## src/ps_bridge_defs.svh

```systemverilog
// ------------------------------
// bus widths, ack timeout and AXI response codes
// ------------------------------
`ifndef PS_BRIDGE_DEFS_SVH
`define PS_BRIDGE_DEFS_SVH

// bus widths -------------------

// address width, AXI side and system bus side
`define PSB_AXI_AW 32
// data width, strobes are DW/8
`define PSB_AXI_DW 32
// transaction ID width of the GP port
`define PSB_AXI_IW 12

// system bus -------------------

// cycles from the enable pulse before an access is given up
`define PSB_SYS_TIMEOUT 32

// response codes ---------------

`define PSB_RESP_OKAY 2'd0
`define PSB_RESP_SLVERR 2'd2

`endif

```

## src/ps_bridge_pkg.sv

```systemverilog
// ------------------------------
// bridge vector types, AXI and system bus structs, FSM states
// ------------------------------
`default_nettype none

`include "ps_bridge_defs.svh"

package ps_bridge_pkg;

  typedef logic [`PSB_AXI_AW-1:0]   axi_addr_t;  // byte address
  typedef logic [`PSB_AXI_DW-1:0]   axi_data_t;  // one data word
  typedef logic [`PSB_AXI_DW/8-1:0] axi_strb_t;  // byte strobes / byte select
  typedef logic [`PSB_AXI_IW-1:0]   axi_id_t;    // transaction ID
  typedef logic [1:0]               axi_resp_t;  // OKAY / SLVERR

  // AXI channels -----------------
  typedef struct packed {
    axi_id_t   id;    // awid
    axi_addr_t addr;  // awaddr
  } axi_aw_t;

  typedef struct packed {
    axi_data_t data;  // wdata
    axi_strb_t strb;  // wstrb
  } axi_w_t;

  typedef struct packed {
    axi_id_t   id;    // arid
    axi_addr_t addr;  // araddr
  } axi_ar_t;

  // system bus -------------------
  typedef struct packed {
    axi_addr_t addr;   // read/write address
    axi_data_t wdata;  // zero on reads
    axi_strb_t sel;    // byte select
  } sys_req_t;

  typedef struct packed {
    axi_data_t rdata;  // read data
    logic      ack;    // access done
    logic      err;    // valid only with ack
  } sys_rsp_t;

  typedef enum logic [1:0] {IDLE, WRITE, READ, RESP} bridge_state_e;

endpackage

`default_nettype wire

```

## src/axi_req_capture.sv

```systemverilog
// ------------------------------
// one-beat slots for AW, W and AR, plus the issued request register
// ------------------------------
`timescale 1ns/1ps
`default_nettype none

module axi_req_capture
  import ps_bridge_pkg::*;
(
  input  wire      axi_clk_i,     // global clock
  input  wire      reset_i,       // sync, active high
  // write address channel
  input  axi_aw_t  aw_i,
  input  wire      awvalid_i,
  output logic     awready_o,
  // write data channel
  input  axi_w_t   w_i,
  input  wire      wvalid_i,
  output logic     wready_o,
  // read address channel
  input  axi_ar_t  ar_i,
  input  wire      arvalid_i,
  output logic     arready_o,
  // controller side
  input  wire      issue_wr_i,    // move write slots to request reg
  input  wire      issue_rd_i,    // move read slot to request reg
  output logic     wr_pending_o,  // aw and w both held
  output logic     rd_pending_o,  // ar held
  output sys_req_t sys_req_o,     // issued request, stable during access
  output axi_id_t  req_id_o       // ID of the issued request
);

  logic     rdy_en_q;   // low for the first cycle after reset
  logic     aw_full_q;
  logic     w_full_q;
  logic     ar_full_q;
  logic     aw_hs;
  logic     w_hs;
  logic     ar_hs;
  axi_aw_t  aw_q;       // slot payloads
  axi_w_t   w_q;
  axi_ar_t  ar_q;
  sys_req_t req_q;      // issued request
  axi_id_t  id_q;

  // ready whenever the slot is free
  assign awready_o = rdy_en_q & ~aw_full_q;
  assign wready_o  = rdy_en_q & ~w_full_q;
  assign arready_o = rdy_en_q & ~ar_full_q;

  assign aw_hs = awvalid_i & awready_o;  // beat taken this cycle
  assign w_hs  = wvalid_i & wready_o;
  assign ar_hs = arvalid_i & arready_o;

  assign wr_pending_o = aw_full_q & w_full_q;  // write needs both halves
  assign rd_pending_o = ar_full_q;

  assign sys_req_o = req_q;
  assign req_id_o  = id_q;

  // slot flags -------------------
  always_ff @(posedge axi_clk_i) begin
    if (reset_i) begin
      rdy_en_q  <= 1'b0;
      aw_full_q <= 1'b0;
      w_full_q  <= 1'b0;
      ar_full_q <= 1'b0;
    end else begin
      rdy_en_q <= 1'b1;
      // issue only fires on full slots, so no clash with a handshake
      if (issue_wr_i)  aw_full_q <= 1'b0;
      else if (aw_hs)  aw_full_q <= 1'b1;
      if (issue_wr_i)  w_full_q  <= 1'b0;
      else if (w_hs)   w_full_q  <= 1'b1;
      if (issue_rd_i)  ar_full_q <= 1'b0;
      else if (ar_hs)  ar_full_q <= 1'b1;
    end
  end

  // payload ----------------------
  always_ff @(posedge axi_clk_i) begin
    if (aw_hs) aw_q <= aw_i;
    if (w_hs)  w_q  <= w_i;
    if (ar_hs) ar_q <= ar_i;
    if (issue_wr_i) begin
      req_q.addr  <= aw_q.addr;
      req_q.wdata <= w_q.data;
      req_q.sel   <= w_q.strb;   // strobes become byte select
      id_q        <= aw_q.id;
    end else if (issue_rd_i) begin
      req_q.addr  <= ar_q.addr;
      req_q.wdata <= '0;         // nothing to write on a read
      req_q.sel   <= '0;
      id_q        <= ar_q.id;
    end
  end

endmodule

`default_nettype wire

```

## src/axi_bridge_ctrl.sv

```systemverilog
// ------------------------------
// bridge FSM that runs one system bus access at a time
// ------------------------------
`timescale 1ns/1ps
`default_nettype none

module axi_bridge_ctrl
  import ps_bridge_pkg::*;
(
  input  wire  axi_clk_i,     // global clock
  input  wire  reset_i,       // sync active high
  // capture side
  input  wire  wr_pending_i,  // full write waiting
  input  wire  rd_pending_i,  // read waiting
  input  wire  resp_busy_i,   // response not yet accepted
  // system bus answer
  input  wire  sys_ack_i,
  input  wire  sys_err_i,
  input  wire  timeout_i,     // from the ack timer
  // commands
  output logic issue_wr_o,    // pulse that takes the write slots
  output logic issue_rd_o,    // pulse that takes the read slot
  output logic sys_wen_o,     // write enable pulse
  output logic sys_ren_o,     // read enable pulse
  output logic bus_busy_o,    // access outstanding so the timer runs
  output logic resp_load_o,   // pulse that latches the response
  output logic resp_err_o,    // SLVERR for this response
  output logic resp_is_rd_o   // R channel response rather than B
);

  bridge_state_e state_q;
  bridge_state_e state_d;
  logic          access_end;  // ack or timeout this cycle

  assign bus_busy_o = (state_q == WRITE) | (state_q == READ);
  assign access_end = bus_busy_o & (sys_ack_i | timeout_i);

  // a late ack still wins over a timeout in the same cycle
  assign resp_load_o  = access_end;
  assign resp_err_o   = ~sys_ack_i | sys_err_i;
  assign resp_is_rd_o = (state_q == READ);

  // next state -------------------
  always_comb begin
    state_d    = state_q;
    issue_wr_o = 1'b0;
    issue_rd_o = 1'b0;
    case (state_q)
      IDLE: begin
        if (wr_pending_i) begin           // writes first
          issue_wr_o = 1'b1;
          state_d    = WRITE;
        end else if (rd_pending_i) begin
          issue_rd_o = 1'b1;
          state_d    = READ;
        end
      end
      WRITE,
      READ: begin
        if (access_end) state_d = RESP;   // response loads now
      end
      RESP: begin
        if (!resp_busy_i) state_d = IDLE; // hold off until the master takes it
      end
      default: state_d = IDLE;
    endcase
  end

  // state and enables ------------
  always_ff @(posedge axi_clk_i) begin
    if (reset_i) begin
      state_q   <= IDLE;
      sys_wen_o <= 1'b0;
      sys_ren_o <= 1'b0;
    end else begin
      state_q   <= state_d;
      sys_wen_o <= issue_wr_o;  // one cycle after issue
      sys_ren_o <= issue_rd_o;
    end
  end

endmodule

`default_nettype wire

```

## src/sys_bus_timer.sv

```systemverilog
// ------------------------------
// ack timeout counter for the outstanding access
// ------------------------------
`timescale 1ns/1ps
`default_nettype none

`include "ps_bridge_defs.svh"

module sys_bus_timer (
  input  wire  axi_clk_i,   // global clock
  input  wire  reset_i,     // sync, active high
  input  wire  bus_busy_i,  // access outstanding
  output logic timeout_o    // no ack in time
);

  localparam int CNT_W = $clog2(`PSB_SYS_TIMEOUT + 1);

  logic [CNT_W-1:0] cnt_q;  // cycles since the enable pulse

  // zero on the enable cycle, the fsm leaves busy once this fires
  always_ff @(posedge axi_clk_i) begin
    if (reset_i || !bus_busy_i) begin
      cnt_q <= '0;
    end else begin
      cnt_q <= cnt_q + 1'b1;
    end
  end

  assign timeout_o = bus_busy_i & (cnt_q == CNT_W'(`PSB_SYS_TIMEOUT));

endmodule

`default_nettype wire

```

## src/axi_resp_gen.sv

```systemverilog
// ------------------------------
// B and R response registers, held until accepted
// ------------------------------
`timescale 1ns/1ps
`default_nettype none

`include "ps_bridge_defs.svh"

module axi_resp_gen
  import ps_bridge_pkg::*;
(
  input  wire       axi_clk_i,     // global clock
  input  wire       reset_i,       // sync, active high
  // from the controller
  input  wire       resp_load_i,   // access just ended
  input  wire       resp_err_i,    // answer with SLVERR
  input  wire       resp_is_rd_i,  // R channel, else B
  input  axi_id_t   req_id_i,      // ID of the finished access
  input  axi_data_t sys_rdata_i,   // read data from the bus
  // write response channel
  output axi_id_t   bid_o,
  output axi_resp_t bresp_o,
  output logic      bvalid_o,
  input  wire       bready_i,
  // read data channel
  output axi_id_t   rid_o,
  output axi_data_t rdata_o,
  output axi_resp_t rresp_o,
  output logic      rvalid_o,
  input  wire       rready_i,
  output logic      resp_busy_o    // a response is waiting
);

  axi_resp_t code;  // response code for this load

  assign code        = resp_err_i ? `PSB_RESP_SLVERR : `PSB_RESP_OKAY;
  assign resp_busy_o = bvalid_o | rvalid_o;

  // valids -----------------------
  always_ff @(posedge axi_clk_i) begin
    if (reset_i) begin
      bvalid_o <= 1'b0;
      rvalid_o <= 1'b0;
    end else begin
      if (resp_load_i && !resp_is_rd_i) bvalid_o <= 1'b1;
      else if (bready_i)                bvalid_o <= 1'b0;  // drop after handshake
      if (resp_load_i && resp_is_rd_i)  rvalid_o <= 1'b1;
      else if (rready_i)                rvalid_o <= 1'b0;
    end
  end

  // payload, only loads while idle so it stays put under valid
  always_ff @(posedge axi_clk_i) begin
    if (resp_load_i) begin
      if (resp_is_rd_i) begin
        rid_o   <= req_id_i;
        rresp_o <= code;
        rdata_o <= resp_err_i ? '0 : sys_rdata_i;  // no stale data on error
      end else begin
        bid_o   <= req_id_i;
        bresp_o <= code;
      end
    end
  end

endmodule

`default_nettype wire

```

## src/ps_sys_bridge.sv

```systemverilog
// ------------------------------
// AXI GP slave to system bus bridge, top level
// ------------------------------
`timescale 1ns/1ps
`default_nettype none

module ps_sys_bridge
  import ps_bridge_pkg::*;
(
  input  wire       axi_clk_i,  // global clock
  input  wire       reset_i,    // sync, active high
  // AXI write address / data
  input  axi_aw_t   aw_i,
  input  wire       awvalid_i,
  output logic      awready_o,
  input  axi_w_t    w_i,
  input  wire       wvalid_i,
  output logic      wready_o,
  // AXI write response
  output axi_id_t   bid_o,
  output axi_resp_t bresp_o,
  output logic      bvalid_o,
  input  wire       bready_i,
  // AXI read address / data
  input  axi_ar_t   ar_i,
  input  wire       arvalid_i,
  output logic      arready_o,
  output axi_id_t   rid_o,
  output axi_data_t rdata_o,
  output axi_resp_t rresp_o,
  output logic      rvalid_o,
  input  wire       rready_i,
  // system bus
  output sys_req_t  sys_req_o,  // addr, wdata, sel
  output logic      sys_wen_o,  // write enable pulse
  output logic      sys_ren_o,  // read enable pulse
  input  sys_rsp_t  sys_rsp_i   // rdata, ack, err
);

  logic    wr_pending;
  logic    rd_pending;
  logic    issue_wr;
  logic    issue_rd;
  logic    bus_busy;
  logic    timeout;
  logic    resp_load;
  logic    resp_err;
  logic    resp_is_rd;
  logic    resp_busy;
  axi_id_t req_id;     // ID travelling with the access

  axi_req_capture u_capture (
    .axi_clk_i (axi_clk_i), .reset_i (reset_i),
    .aw_i (aw_i), .awvalid_i (awvalid_i), .awready_o (awready_o),
    .w_i (w_i), .wvalid_i (wvalid_i), .wready_o (wready_o),
    .ar_i (ar_i), .arvalid_i (arvalid_i), .arready_o (arready_o),
    .issue_wr_i (issue_wr), .issue_rd_i (issue_rd),
    .wr_pending_o (wr_pending), .rd_pending_o (rd_pending),
    .sys_req_o (sys_req_o), .req_id_o (req_id)
  );

  axi_bridge_ctrl u_ctrl (
    .axi_clk_i (axi_clk_i), .reset_i (reset_i),
    .wr_pending_i (wr_pending), .rd_pending_i (rd_pending), .resp_busy_i (resp_busy),
    .sys_ack_i (sys_rsp_i.ack), .sys_err_i (sys_rsp_i.err), .timeout_i (timeout),
    .issue_wr_o (issue_wr), .issue_rd_o (issue_rd),
    .sys_wen_o (sys_wen_o), .sys_ren_o (sys_ren_o), .bus_busy_o (bus_busy),
    .resp_load_o (resp_load), .resp_err_o (resp_err), .resp_is_rd_o (resp_is_rd)
  );

  sys_bus_timer u_timer (
    .axi_clk_i (axi_clk_i), .reset_i (reset_i),
    .bus_busy_i (bus_busy), .timeout_o (timeout)
  );

  axi_resp_gen u_resp (
    .axi_clk_i (axi_clk_i), .reset_i (reset_i),
    .resp_load_i (resp_load), .resp_err_i (resp_err), .resp_is_rd_i (resp_is_rd),
    .req_id_i (req_id), .sys_rdata_i (sys_rsp_i.rdata),
    .bid_o (bid_o), .bresp_o (bresp_o), .bvalid_o (bvalid_o), .bready_i (bready_i),
    .rid_o (rid_o), .rdata_o (rdata_o), .rresp_o (rresp_o), .rvalid_o (rvalid_o),
    .rready_i (rready_i), .resp_busy_o (resp_busy)
  );

endmodule

`default_nettype wire

```

## config.mk

```make
export PLATFORM = sky130hd
export DESIGN_NAME = ps_sys_bridge
export DESIGN_NICKNAME = d
export VERILOG_FILES = /design/src/ps_bridge_pkg.sv /design/src/axi_req_capture.sv /design/src/axi_bridge_ctrl.sv /design/src/sys_bus_timer.sv /design/src/axi_resp_gen.sv /design/src/ps_sys_bridge.sv
export VERILOG_INCLUDE_DIRS = /design/src
export SDC_FILE = /design/constraint.sdc
export NUM_CORES = 1
export LEC_CHECK = 0
export ABC_AREA = 1
export ABC_CLOCK_PERIOD_IN_PS = 8900
export BUFFER_PORTS_ARGS = -buffer_cell sky130_fd_sc_hd__clkbuf_2
export CORE_MARGIN = 8
export CORE_UTILIZATION = 30
export DETAILED_ROUTE_END_ITERATION = 10
export PLACE_DENSITY = 0.6
export SLEW_MARGIN = 20
export SYNTH_ARGS = -nofsm -noshare
export SYNTH_HDL_FRONTEND = slang
export SYNTH_HIERARCHICAL = 1
export SYNTH_SLANG_ARGS = --single-unit
```

## constraint.sdc

```tcl
create_clock -name axi_clk_i -period 8.9 [get_ports axi_clk_i]
set_clock_uncertainty 0.1 [all_clocks]
set_input_delay 1.78 -clock axi_clk_i [delete_from_list [all_inputs] [get_ports axi_clk_i]]
set_output_delay 1.78 -clock axi_clk_i [all_outputs]
set_load 0.01 [all_outputs]
```

## After elaboration in Yosys (flattened, before gate mapping)

Index checks and enable logic that the tools add are counted.

- Register bits after elaboration: 280
- Output and inout port bits: 135
- Word-level logic and storage cells: 86

- Add/sub/neg operators: 1
- Equal/unequal tests: 7
- Multiplexer cells: 20
- Bitwise gates (word level): 18
- Reduce and logical (&&, ||, !) cells: 15

Operators with widths:

| kind | count |
|---|---|
| $mux W68 | 2 |
| $mux W12 | 2 |
| $mux W1 | 10 |
| $mux W2 | 5 |
| $and A1 B1 Y1 | 9 |
| $add A6 B1 Y6 const B | 1 |
| $eq A6 B6 Y1 const B | 1 |
| $pmux W2 S3 | 1 |
| $reduce_bool A2 Y1 | 3 |
| $reduce_or A2 Y1 | 3 |
| $not A1 Y1 | 5 |
| $eq A2 B2 Y1 const B | 2 |
| $or A1 B1 Y1 | 4 |
| $reduce_and A2 Y1 | 2 |
| $ne A3 B3 Y1 const B | 1 |
| $reduce_and A3 Y1 | 1 |
| $eq A2 B1 Y1 const B | 1 |
| $logic_and A1 B1 Y1 | 2 |
| $logic_not A1 Y1 | 2 |
| $logic_not A2 Y1 | 1 |
| $ne A2 B1 Y1 const B | 1 |
| $ne A2 B2 Y1 const B | 1 |
| $logic_or A1 B1 Y1 | 1 |

## Longest topological paths before layout

Gate-level depths: netlist of the first run.

- Depth after elaboration: 7
- Mapped depth: 10
- Mapped depth without buffers: 10

## Modules after synthesis

The synthesis of the first run kept the hierarchy.

Modules (own cells, without submodules):

| module | instances | cells each | area an instance (µm²) | sequential area each (µm²) |
|---|---|---|---|---|
| axi_req_capture | 1 | 446 | 7,186.9 | 6,206.0 |
| axi_resp_gen | 1 | 142 | 2,124.5 | 1,781.7 |
| sys_bus_timer | 1 | 37 | 282.8 | 120.1 |
| axi_bridge_ctrl | 1 | 41 | 265.3 | 80.1 |

## Least setup slack after synthesis of the first run

OpenSTA, ideal clock, no wires.

- Kind: input port to flip-flop
- Start point: input port arvalid_i
- End point: register u_capture/ar_q[0] in the netlist's numbering, enable pin
- Arrival: 4.998 ns
- Data required time: 8.291 ns
- Slack: 3.293 ns
- Stages: 1
- Buffers on the path: 0
- Path through: nor3b_1

- Word-level cells in the longest chain between the ends: 1

RTL lines:

| element | RTL line | text |
|---|---|---|
| start: declaration | ps_sys_bridge.sv:26 | `input wire arvalid_i,` |
| $and A1 B1 Y1 | axi_req_capture.sv:53 | `assign ar_hs = arvalid_i & arready_o;` |
| end signal: assignment | axi_req_capture.sv:84 | `if (ar_hs) ar_q <= ar_i;` |
| end: declaration | axi_req_capture.sv:42 | `axi_ar_t ar_q;` |

Every way passes these cells.
A chain may end at the register's enable or synchronous reset.

## Worst setup path in the final report of the first run

- Start point: register u_capture.rdy_en_q
- End point: output port wready_o

- Word-level cells in the longest chain between the ends: 1

RTL lines:

| element | RTL line | text |
|---|---|---|
| start: declaration | axi_req_capture.sv:33 | `logic rdy_en_q;` |
| start signal: assignment | axi_req_capture.sv:64 | `rdy_en_q <= 1'b0;` |
| start signal: assignment | axi_req_capture.sv:69 | `rdy_en_q <= 1'b1;` |
| $and A1 B1 Y1 | axi_req_capture.sv:48 | `assign wready_o = rdy_en_q & ~w_full_q;` |
| end: declaration | ps_sys_bridge.sv:18 | `output logic wready_o,` |

Every way passes these cells.

==> results of run 1 <==
power by group:
| part | internal (W) | switching, W | total, W |
|---|---|---|---|
| clock | 0.000686 | 0.000497 | 0.00118 |
| sequential | 0.00158 | 0.0000414 | 0.00162 |
| combinational | 0.000107 | 0.000210 | 0.000316 |
sequential cells by signal, summed over array words and instances (netlist names), 2 cells and up:
signal,flops
u_resp/rdata_o,32
u_capture/w_q,36
u_capture/req_id_o,12
u_capture/sys_req_o,68
u_resp/rid_o,12
u_timer/cnt_q,6
u_capture/ar_q,44
u_resp/bid_o,12
u_capture/aw_q,44
u_ctrl/state_q,2
logic make-up after synthesis:
family / share of synthesized area [%]
buffers and inverters: 5.343
flip-flops: 83.05
AND/OR/NAND/NOR: 10.22
XOR/XNOR: 0.08885
AO/OA/AOI/OAI: 0.5075
other: 0.03803
adder cells (fa/ha/maj): 0.7614
worst register-to-register path, stage by stage (launching register included):
cell and delay, ns:
dfxtp_1 0.31, inv_1 0.12, ha_1 0.22, nand2_1 0.10, clkinv_2 0.05, buf_4 0.68
inv_6 0.36, nand2_4 0.15, buf_6 0.58
layout make-up:
| type | instances | area [sq um] | area share (%) |
|---|---|---|---|
| clock inverter | 22 | 200.2 | 1.571 |
| multi-input combinational | 276 | 1174 | 9.211 |
| inverter | 95 | 362.8 | 2.848 |
| timing repair buffer | 302 | 1528 | 11.99 |
| clock buffer | 32 | 737.0 | 5.784 |
| tap | 442 | 553.0 | 4.340 |
| sequential | 278 | 8188 | 64.26 |
path summary, 6_finish.rpt:
path	from	to	slack (ns)	cells past startpoint
worst min register to register	u_timer/cnt_q[0]$_SDFF_PP0_	u_timer/cnt_q[0]$_SDFF_PP0_	0.37	1
worst max-delay path	u_capture/rdy_en_q$_DFF_P_	wready_o	5.69	3
worst min-delay path	u_timer/cnt_q[0]$_SDFF_PP0_	u_timer/cnt_q[0]$_SDFF_PP0_	0.37	1
worst max register to register	u_ctrl/state_q[0]$_SDFFE_PP0P_	u_capture/sys_req_o[31]$_SDFFCE_PN0P_	5.80	8
layout by cell type (no fill, tap or decap), drive strengths merged:
| master | count |
|---|---|
| ha | 6 |
| nand4 | 2 |
| inv | 96 |
| nor2 | 52 |
| o21ai | 2 |
| edfxtp | 262 |
| buf | 5 |
| nor3b | 3 |
| dfxtp | 16 |
| or2 | 1 |
| bufinv | 3 |
| xnor2 | 1 |
| conb | 2 |
| clkinv | 17 |
| nand2 | 193 |
| clkbuf | 329 |
| clkinvlp | 1 |
| nand3 | 3 |
| nor3 | 2 |
| a21oi | 8 |
| nor4 | 1 |
stage by stage:
step                instance area [sq um]  hold slack [ns]
floorplan                            9863           0.3215
global placement                    11800           0.3417
detailed placement                  11800           0.3676
CTS                                 12740           0.3873
global route                        12740           0.3979
finish                              12740           0.3738
metal layers:
layer,up-vias,global-route usage [%]
met3,40,3.237
met4,0,3.957
li1,2842,-
met2,222,19.23
met1,2585,13.87
met5,-,0
==> qor.csv, run 1 <==
stage,metric,value,unit
final_layout,finalNetCount,1153,
route,via_per_inst,3.932,
clock_network,cts.path.max_buffers,3,
setup_path,cp_slowest_stage_delay,0.37,ns
clock_network,path_clk_slew,0.06,ns
sta,rsz0062_at_grt,false,
route,maxUsedRoutingLayer,met4,
sta,setup_viol_count_final,0,
floorplanning,io_pins,300,
clock_network,clock_latency,0.56,ns
logic_synthesis,synth-edff-count,262,
route,initialDrtViolationCount,253,
setup_path,cp_num_buf_inv,2,
power_and_ir_drop,power_leakage,5.562,nW
job,maxCapViolCount,0,
logic_synthesis,netlist_top_cells_area,"edfxtp_1, nand2_1, inv_1",
logic_synthesis,ys_ff_latch,278,
place,gp_congestion,0.8067,
floorplanning,coreArea,32450,sq um
setup_path,worstPathMaxFanout,6,
clock_network,cts_sinks,278,
place,dp.cells,1393,
logic_synthesis,avgSynthCellArea,14.80,sq um
logic_synthesis,synth-main-ff-cell,edfxtp_1,
logic_synthesis,synth-warning-count,6,
global_routing,grt_pass1_vias,5913,
setup_path,slowest_stage,dfxtp_1,
setup_path,endpoint_kind,primary output,
logic_synthesis,netlist_instances,666,
setup_path,cp_top_family,flip-flops,
sta,setup_ws,5.689,ns
logic_synthesis,synth_seq_area_share,83.05,%
logic_synthesis,yosysTopAreaCell,edfxtp_1,
place,io_buffers,297,
route,drc_errors,0,
power_and_ir_drop,power,0.003119,W
route,drtPass1Iterations,4,
clock_network,cts_tree,yes,
floorplanning,die_h,197.3,um
logic_synthesis,yosysMostFrequentCell,edfxtp_1,
place,place_ws,5.489,ns
global_routing,grt.overflow.total,0,
clock_network,cts_buffers,29,
sta,max-slew-margin-rel,38.96,%
clock_network,cts_setup_buffers,0,
route,ant_nets,0,
route,wl_per_cell,15.96,um
final_layout,syn2layout_area_growth,29.24,%
final_layout,fin_util,39.26,%
sta,tns,0,ns
sta,min_period,3.211,ns
hold_path,hold_class,register to register,
logic_synthesis,ys_types,24,
sta,final_max_slew_viol_count,0,
floorplanning,dieArea,38920,sq um
route,num_vias,5689,
setup_path,worst_setup_path_start_kind,register,
global_routing,grt_util_all_layers,11.42,%
floorplanning,std_cell_rows,66,
route,routedLengthMet1,9463,um
logic_synthesis,netlist.area_leader.share,79.80,%
power_and_ir_drop,irDropWorstVdd,120.1,uV
sta,worstMarginPinSlew,0.9142,ns
final_layout,drive_gt1_share,35.72,%
setup_path,critPathArrivalTime,1.33,ns
setup_path,path_cells,inv_1 -> nor2_1 -> clkbuf_2,
clock_network,cts_resized,0,
route,wl_met2,11150,um
place,dp_hpwl,16470,um
final_layout,diodes,0,
logic_synthesis,syn_area,9859,sq um
sta,hold_viol_final,0,
final_layout,final_cells,1447,
route,drt-total-wl,23100,um
sta,post-route-period-util,36.07,%
global_routing,antenna_found_initial,0,
global_routing,grt_max_degree,82,
clock_network,cts_hold_buf,0,
route,route.met3.wl,1860,um
clock_network,cts_root_buf,clkbuf_16,
setup_path,crit_type,register to primary output,
floorplanning,initial_core_util,30.38,%
power_and_ir_drop,power.density,244.8,nW/um^2
logic_synthesis,yosys-top-cells-count,"edfxtp_1, nand2_1, inv_1, nor2_1, dfxtp_1",
floorplanning,die_w,197.3,um
final_layout,nFillCells,3075,
sta,fmax,0.3115,GHz
clock_network,ctsHtreeMaxLevel,1,
logic_synthesis,synthArstFlopShare,0,%
global_routing,grt_pass1_wl,34670,um
setup_path,crit_required,7.02,ns
outcome,outcome,"complete, no violations",
Power figures use the tool's default switching activity.
==> inputs of run 2 (changes only) <==
Settings changed: ABC_AREA 1 to 0, ABC_CLOCK_PERIOD_IN_PS 8900 to 2700, PLACE_DENSITY 0.6 to 0.62.
Clock period 8.9 ns to 2.7 ns, I/O delays scaled along.
==> run 2 against run 1 <==
  * Design area increased by 0.61%
  * Area after synthesis is 0.16% higher
  * Worst setup slack worse by 5.3 ns
  * Critical path depth grew 5
  * Sequential share of layout area fell by 0.39 points
  * Register-to-register slack worse by 5.4 ns
==> qor.csv, run 2 <==
stage,metric,value,unit,change
job,maxCapViolCount,0,,unchanged
sta,rsz0062_at_grt,false,,unchanged
setup_path,worst_setup_path_start_kind,register,,unchanged
floorplanning,initial_core_util,30.43,%,was 30.38%
sta,hold_viol_final,0,,unchanged
global_routing,grt_util_all_layers,10.88,%,was 11.42%
final_layout,diodes,0,,unchanged
logic_synthesis,synthArstFlopShare,0,%,unchanged
sta,tns,0,ns,unchanged
setup_path,worstPathMaxFanout,27,,was 6
floorplanning,coreArea,32450,sq um,unchanged
power_and_ir_drop,p_sw_share,22.44,%,was 23.98%
route,drtPass1Iterations,4,,unchanged
power_and_ir_drop,clockPowerShare,37.8,%,was 37.9%
logic_synthesis,synth-warning-count,6,,unchanged
final_layout,mostFrequentLayoutCell,clkbuf_2,,unchanged
setup_path,crit_required,2.84,ns,was 7.02 ns
route,drt-total-wl,22180,um,"was 23,100 um"
floorplanning,dieArea,38980,sq um,"was 38,920 sq um"
sta,final_max_slew_viol_count,0,,unchanged
power_and_ir_drop,power_frac_seq,52.7,%,was 51.9%
setup_path,cp_slowest_stage_delay,0.39,ns,was 0.37 ns
clock_network,cts_buffers,29,,unchanged
route,num_vias,5080,,"was 5,689"
setup_path,cp_top_family,buffers and inverters,,was flip-flops
sta,worstMarginPinSlew,0.5091,ns,was 0.9142 ns
sta,setup_viol_count_final,0,,unchanged
final_layout,mostFrequentLayoutCells,"clkbuf_2, edfxtp_1, mux2_4",,"was clkbuf_2, edfxtp_1, nand2_1"
route,via_per_inst,4.016,,was 3.932
logic_synthesis,yosysMostFrequentCell,edfxtp_1,,unchanged
final_layout,largest_reg_flops,68,,unchanged
sta,min_period,2.286,ns,
final_layout,drive_gt1_share,48.85,%,was 35.72%
setup_path,cp_num_buf_inv,3,,was 2
global_routing,antenna_found_initial,2,,was 0
logic_synthesis,synth_seq_area_share,82.91,%,was 83.05%
logic_synthesis,netlist_instances,473,,was 666
power_and_ir_drop,power_leakage,4.981,nW,was 5.562 nW
power_and_ir_drop,power.density,773.5,nW/um^2,was 244.8 nW/um^2
logic_synthesis,syn_area,9876,sq um,was 9859 sq um
logic_synthesis,synth-edff-count,262,,unchanged
clock_network,cts_setup_buffers,0,,unchanged
clock_network,cts_tree,yes,,unchanged
hold_path,hold_class,input pin to register,,was register to register
place,io_buffers,297,,unchanged
global_routing,grt.overflow.total,0,,unchanged
logic_synthesis,yosys-top-cells-count,"edfxtp_1, and2_1, mux2_4, nor2b_1, dfxtp_1",,"was edfxtp_1, nand2_1, inv_1, nor2_1, dfxtp_1"
route,drc_errors,0,,unchanged
logic_synthesis,ys_ff_latch,278,,unchanged
sta,fmax,0.4375,GHz,
sta,post-route-period-util,84.66,%,
logic_synthesis,avgSynthCellArea,20.88,sq um,was 14.80 sq um
outcome,outcome,"complete, no violations",,unchanged
clock_network,cts.path.max_buffers,3,,unchanged
setup_path,critPathArrivalTime,2.42,ns,was 1.33 ns
clock_network,clock_latency,0.55,ns,was 0.56 ns
floorplanning,die_w,197.4,um,was 197.3 um
sta,max-slew-margin-rel,66.06,%,was 38.96%
setup_path,crit_type,register to register,,was register to primary output
power_and_ir_drop,irDropWorstVdd,557.1,uV,was 120.1 uV
global_routing,grt_pass1_wl,32910,um,"was 34,670 um"
place,gp_congestion,0.7939,,was 0.8067
floorplanning,io_pins,300,,unchanged
logic_synthesis,netlist_top_cells_area,"edfxtp_1, mux2_4, dfxtp_1",,"was edfxtp_1, nand2_1, inv_1"
power_and_ir_drop,p_switching,0.002225,W,was 0.0007481 W
logic_synthesis,netlist.area_leader.share,79.67,%,was 79.80%
clock_network,cts_resized,0,,unchanged
global_routing,gr-usage-met2,18.62,%,was 19.23%
setup_path,endpoint_kind,register,,was primary output
place,dp_hpwl,16260,um,"was 16,470 um"
logic_synthesis,ys_types,34,,was 24
logic_synthesis,synth-main-ff-cell,edfxtp_1,,unchanged
clock_network,cts_sinks,278,,unchanged
setup_path,slowest_stage,dfxtp_1,,unchanged
route,initialDrtViolationCount,210,,was 253
clock_network,cts_root_buf,clkbuf_16,,unchanged
global_routing,gr-usage-met3,3.935,%,was 3.237%
power_and_ir_drop,pwr-share-comb,9.5,%,was 10.1%
global_routing,met1_usage,12.78,%,was 13.87%
floorplanning,std_cell_rows,66,,unchanged
power_and_ir_drop,power.internal,0.007691,W,was 0.002371 W
route,ant_nets,0,,unchanged
clock_network,path_clk_slew,0.06,ns,about the same
global_routing,busiest_layer,met2,,unchanged
global_routing,grt_max_degree,45,,was 82
global_routing,grt_pass1_vias,5552,,"was 5,913"
sta,fin_hold_ws,0.05699,ns,was 0.3738 ns
logic_synthesis,yosysTopAreaCell,edfxtp_1,,unchanged
floorplanning,die_h,197.4,um,was 197.3 um
final_layout,finalNetCount,971,,"was 1,153"
final_layout,fin_util,39.50,%,was 39.26%
clock_network,cts_hold_buf,0,,unchanged
setup_path,path_cells,inv_1 -> ha_1 -> and3_1 -> nor2_1 -> nor2b_1 -> nand2_1 -> inv_2 -> buf_12,,was inv_1 -> nor2_1 -> clkbuf_2
route,wl_per_cell,17.53,um,was 15.96 um
final_layout,syn2layout_area_growth,29.81,%,was 29.24%
clock_network,ctsHtreeMaxLevel,1,,unchanged
## run 2: changes by cell type after synthesis, sizes merged, moves of 2 or more
cell,before,now
inv,95,7
nand4,2,0
mux2i,0,2
a21oi,8,6
nand2,193,2
nand2b,0,4
xor2,0,2
buf,18,13
and2,0,41
mux2,0,45
nor2b,0,40
nor2,52,8
nor3b,3,1
## run 2: worst reg2reg max path, delay by kind of cell, from the launching register on
kind,cells,cell delay (ns)
adders and majority gates,1,0.37
DFF,1,0.39
and+or+nand+nor,4,0.49
buffers and inverters,3,0.62
## run 2: kinds of logic (layout without fill, tap and decap cells)
family / count (synthesis) / in the layout / share of synthesized area [%]
flip-flops: 278 / 278 / 82.91
AND/OR/NAND/NOR: 107 / 107 / 6.651
multiplexers: 47 / 47 / 6.892
buffers and inverters: 21 / 370 / 1.875
AO/OA/AOI/OAI: 10 / 10 / 0.6082
adder cells (fa/ha/maj): 6 / 6 / 0.7601
XOR/XNOR: 3 / 3 / 0.2661
other: 1 / 2 / 0.03797
## run 2: path summary, 6_finish.rpt
path / slack (ns) / cells past startpoint / start / end
setup / recovery: 0.41 / 8 / u_ctrl/state_q[1]$_SDFFE_PP0P_ / u_resp/rid_o[0]$_DFFE_PP_
hold / removal: 0.06 / 1 / ar_i[15] / u_capture/ar_q[15]$_DFFE_PP_
setup reg to reg: 0.41 / 8 / u_ctrl/state_q[1]$_SDFFE_PP0P_ / u_resp/rid_o[0]$_DFFE_PP_
hold reg to reg: 0.35 / 0 / u_capture/req_id_o[2]$_DFFE_PP_ / u_resp/bid_o[2]$_DFFE_PP_
## run 2: stage by stage
stage	setup WS [ns]	cell area (sq um)	total power (W)	instances
2_1_floorplan	0.1602	9879	0.005777	474
3_3_place_gp	0.4868	11920	0.006273	1211
3_5_place_dp	0.4242	11920	0.006290	1211
4_1_cts	0.4035	12820	0.01011	1265
5_1_grt	0.2193	12820	0.01035	1265
6_report	0.4142	12820	0.009916	1265
## run 2: metal layers
metal / up-vias / part of all wire [%]
li1: 2420 / -
met1: 2386 / 39
met2: 226 / 48
met3: 44 / 10
met4: 4 / 2.6
met5: - / 0.12
## run 2: cell type report
type                       instances  area [sq um]
fill                            2999         19630
tap                              442         553.0
inverter                           7         26.28
sequential                       278          8188
clock buffer                      40         767.0
multi-input combinational        175          1515
timing repair buffer             309          1639
clock inverter                    14         131.4
## run 2: power groups by stage
| stage | clock, W | sequential, W | combinational [W] |
|---|---|---|---|
| after global routing | 0.00406 | 0.00526 | 0.00104 |
| after global placement | 0 | 0.00531 | 0.000963 |
| final | 0.00375 | 0.00522 | 0.000943 |
| after CTS | 0.00390 | 0.00523 | 0.000976 |
| after detailed placement | 0 | 0.00532 | 0.000972 |
| after floorplan | 0 | 0.00539 | 0.000390 |
==> inputs of run 3 (changes only) <==
Settings changed: ABC_CLOCK_PERIOD_IN_PS 2700 to 2350, PLACE_DENSITY 0.62 to 0.6.
Clock period 2.7 ns to 2.35 ns, I/O delays scaled along.
==> run 3 against run 2 <==
  * Via count rose by 9.2%
  * Clock-buffer cell count fell by 2
  * Largest power group unchanged
  * Non-clock buffer count rose by 117
==> qor.csv, run 3 (synthesized netlist as in run 2, its figures left out) <==
stage,metric,value,unit,change
setup_path,worstPathMaxFanout,45,,was 27
clock_network,cts_buffers,28,,was 29
setup_path,path_cells,inv_1 -> ha_1 -> and3_1 -> nor2_1 -> nor2b_1 -> nand2_1 -> clkinvlp_4 -> buf_12,,was inv_1 -> ha_1 -> and3_1 -> nor2_1 -> nor2b_1 -> nand2_1 -> inv_2 -> buf_12
power_and_ir_drop,clockPowerShare,36.1,%,was 37.8%
sta,setup_viol_count_final,0,,unchanged
route,maxUsedRoutingLayer,met4,,was met5
place,dp.cells,1208,,"was 1,211"
setup_path,crit_required,2.47,ns,was 2.84 ns
outcome,outcome,"complete, no violations",,unchanged
sta,fmax,0.4829,GHz,was 0.4375 GHz
power_and_ir_drop,power_leakage,5.434,nW,was 4.981 nW
route,drc_errors,0,,unchanged
floorplanning,std_cell_rows,66,,unchanged
power_and_ir_drop,pwr-share-comb,10.9,%,was 9.5%
sta,hold_viol_final,0,,unchanged
setup_path,crit_type,register to register,,unchanged
setup_path,slowest_stage,dfxtp_1,,unchanged
final_layout,mostFrequentLayoutCell,clkbuf_2,,unchanged
power_and_ir_drop,p_switching,0.002566,W,was 0.002225 W
power_and_ir_drop,power_frac_seq,53.0,%,was 52.7%
route,route.met3.wl,2525,um,was 2221 um
final_layout,syn2layout_area_growth,41.44,%,was 29.81%
sta,min_period,2.071,ns,was 2.286 ns
power_and_ir_drop,irDropWorstVdd,576.9,uV,was 557.1 uV
setup_path,worst_setup_path_start_kind,register,,unchanged
power_and_ir_drop,power.density,811.0,nW/um^2,was 773.5 nW/um^2
setup_path,cp_slowest_stage_delay,0.37,ns,was 0.39 ns
floorplanning,coreArea,32450,sq um,unchanged
global_routing,grt.overflow.total,0,,unchanged
clock_network,cts_root_buf,clkbuf_16,,unchanged
clock_network,clock_latency,0.54,ns,was 0.55 ns
global_routing,grt_pass1_vias,6116,,"was 5,552"
clock_network,cts_tree,yes,,unchanged
global_routing,grt_pass1_wl,35330,um,"was 32,910 um"
route,drtPass1Iterations,4,,unchanged
final_layout,diodes,0,,unchanged
final_layout,final_cells,1379,,"was 1,265"
clock_network,cts.path.max_buffers,3,,unchanged
route,wl_met2,11410,um,"was 10,620 um"
floorplanning,die_h,197.4,um,unchanged
global_routing,grt_util_all_layers,11.65,%,was 10.88%
final_layout,drive_gt1_share,42.37,%,was 48.85%
route,drt-total-wl,23690,um,"was 22,180 um"
route,initialDrtViolationCount,179,,was 210
clock_network,path_clk_slew,0.06,ns,about the same
power_and_ir_drop,power.internal,0.008763,W,was 0.007691 W
hold_path,hold_class,input pin to register,,unchanged
final_layout,finalNetCount,1087,,was 971
setup_path,cp_num_buf_inv,3,,unchanged
final_layout,mostFrequentLayoutCells,"clkbuf_2, edfxtp_1, dlygate4sd3_1",,"was clkbuf_2, edfxtp_1, mux2_4"
clock_network,ctsHtreeMaxLevel,1,,unchanged
place,dp_hpwl,15410,um,"was 16,260 um"
sta,rsz0062_at_grt,false,,unchanged
global_routing,antenna_found_initial,0,,was 2
setup_path,cp_top_family,simple AND/OR/NAND/NOR gates,,was buffers and inverters
route,wl_per_cell,17.18,um,was 17.53 um
route,ant_nets,0,,unchanged
setup_path,critPathArrivalTime,2.19,ns,was 2.42 ns
global_routing,grt_max_degree,52,,was 45
sta,post-route-period-util,88.11,%,was 84.66%
setup_path,endpoint_kind,register,,unchanged
power_and_ir_drop,p_sw_share,22.65,%,was 22.44%
place,io_buffers,297,,unchanged
sta,tns,0,ns,unchanged
floorplanning,dieArea,38980,sq um,unchanged
sta,final_max_slew_viol_count,0,,unchanged
place,gp_congestion,0.7795,,was 0.7939
final_layout,largest_reg_flops,68,,unchanged
floorplanning,io_pins,300,,unchanged
clock_network,cts_sinks,278,,unchanged
final_layout,nFillCells,2871,,"was 2,999"
floorplanning,die_w,197.4,um,unchanged
setup_path,reg2reg_depth,8,,unchanged
route,routedLengthMet1,9308,um,was 8730 um
hold_path,hold_path_depth,1,,unchanged
setup_path,cp.depth,8,,unchanged
route,via_per_inst,4.023,,was 4.016
floorplanning,initial_core_util,30.43,%,unchanged
route,num_vias,5548,,"was 5,080"
job,maxCapViolCount,0,,unchanged
run 3: area by class of cell:
cell class              instances  area (sq um)  share of cell area, %
clock buffers                  38         738.2                  5.285
clock inverters                13         101.3                 0.7255
inverters                       7         30.03                 0.2150
multi-input cells             175          1515                  10.85
flip-flops and latches        278          8188                  58.62
well taps                     442         553.0                  3.959
repair buffers                426          2843                  20.35
run 3: what timing repair did:
item,CTS,global route
buffers inserted,0,0
endpoints found under the setup margin,0,0
hold buffers,118,2
hold endpoints to repair,118,2
gates resized for setup,0,0
run 3: power groups by stage:
stage	sequential, W	combinational [W]	clock (W)
floorplan	0.00618	0.000452	0
global placement	0.00610	0.00109	0
detailed placement	0.00610	0.00110	0
CTS	0.00600	0.00126	0.00424
global route	0.00603	0.00136	0.00444
finish	0.00600	0.00124	0.00409
run 3: layer usage:
metal  track usage, %  up-vias
met5                0        -
met4            2.953        0
met3            4.344       35
met2            19.78      234
met1            13.79     2634
li1                 -     2645
run 3: final timing paths:
path / slack, ns / endpoint / start
worst max-delay path: 0.28 / u_resp/rdata_o[29]$_SDFFCE_PP0P_ / u_ctrl/state_q[1]$_SDFFE_PP0P_
worst min-delay path: 0.03 / u_capture/w_q[4]$_DFFE_PP_ / w_i[4]
worst max register to register: 0.28 / u_resp/rdata_o[29]$_SDFFCE_PP0P_ / u_ctrl/state_q[1]$_SDFFE_PP0P_
worst min register to register: 0.35 / u_resp/rid_o[2]$_DFFE_PP_ / u_capture/req_id_o[2]$_DFFE_PP_
run 3: worst register-to-register path, delay by kind of cell (launching register included):
family / cells / cell delay, ns
flops: 1 / 0.37
fa+ha+maj: 1 / 0.37
simple gates: 4 / 0.48
buf+inv: 3 / 0.40
run 3: per-stage QoR:
| stage | hold slack (ns) | area [sq um] | setup slack, ns | util [%] | power [W] |
|---|---|---|---|---|---|
| 5_1_grt | 0.003235 | 13970 | 0.07046 | 43.04 | 0.01183 |
| 6_report | 0.03289 | 13970 | 0.2793 | 43.04 | 0.01133 |
| 2_1_floorplan | 0.3215 | 9886 | 0.01697 | - | 0.006636 |
| 3_5_place_dp | 0.3360 | 11930 | 0.2401 | 36.75 | 0.007204 |
| 3_3_place_gp | 0.3390 | 11930 | 0.2757 | 36.75 | 0.007192 |
| 4_1_cts | 0.0002183 | 13950 | 0.2299 | 42.98 | 0.01151 |
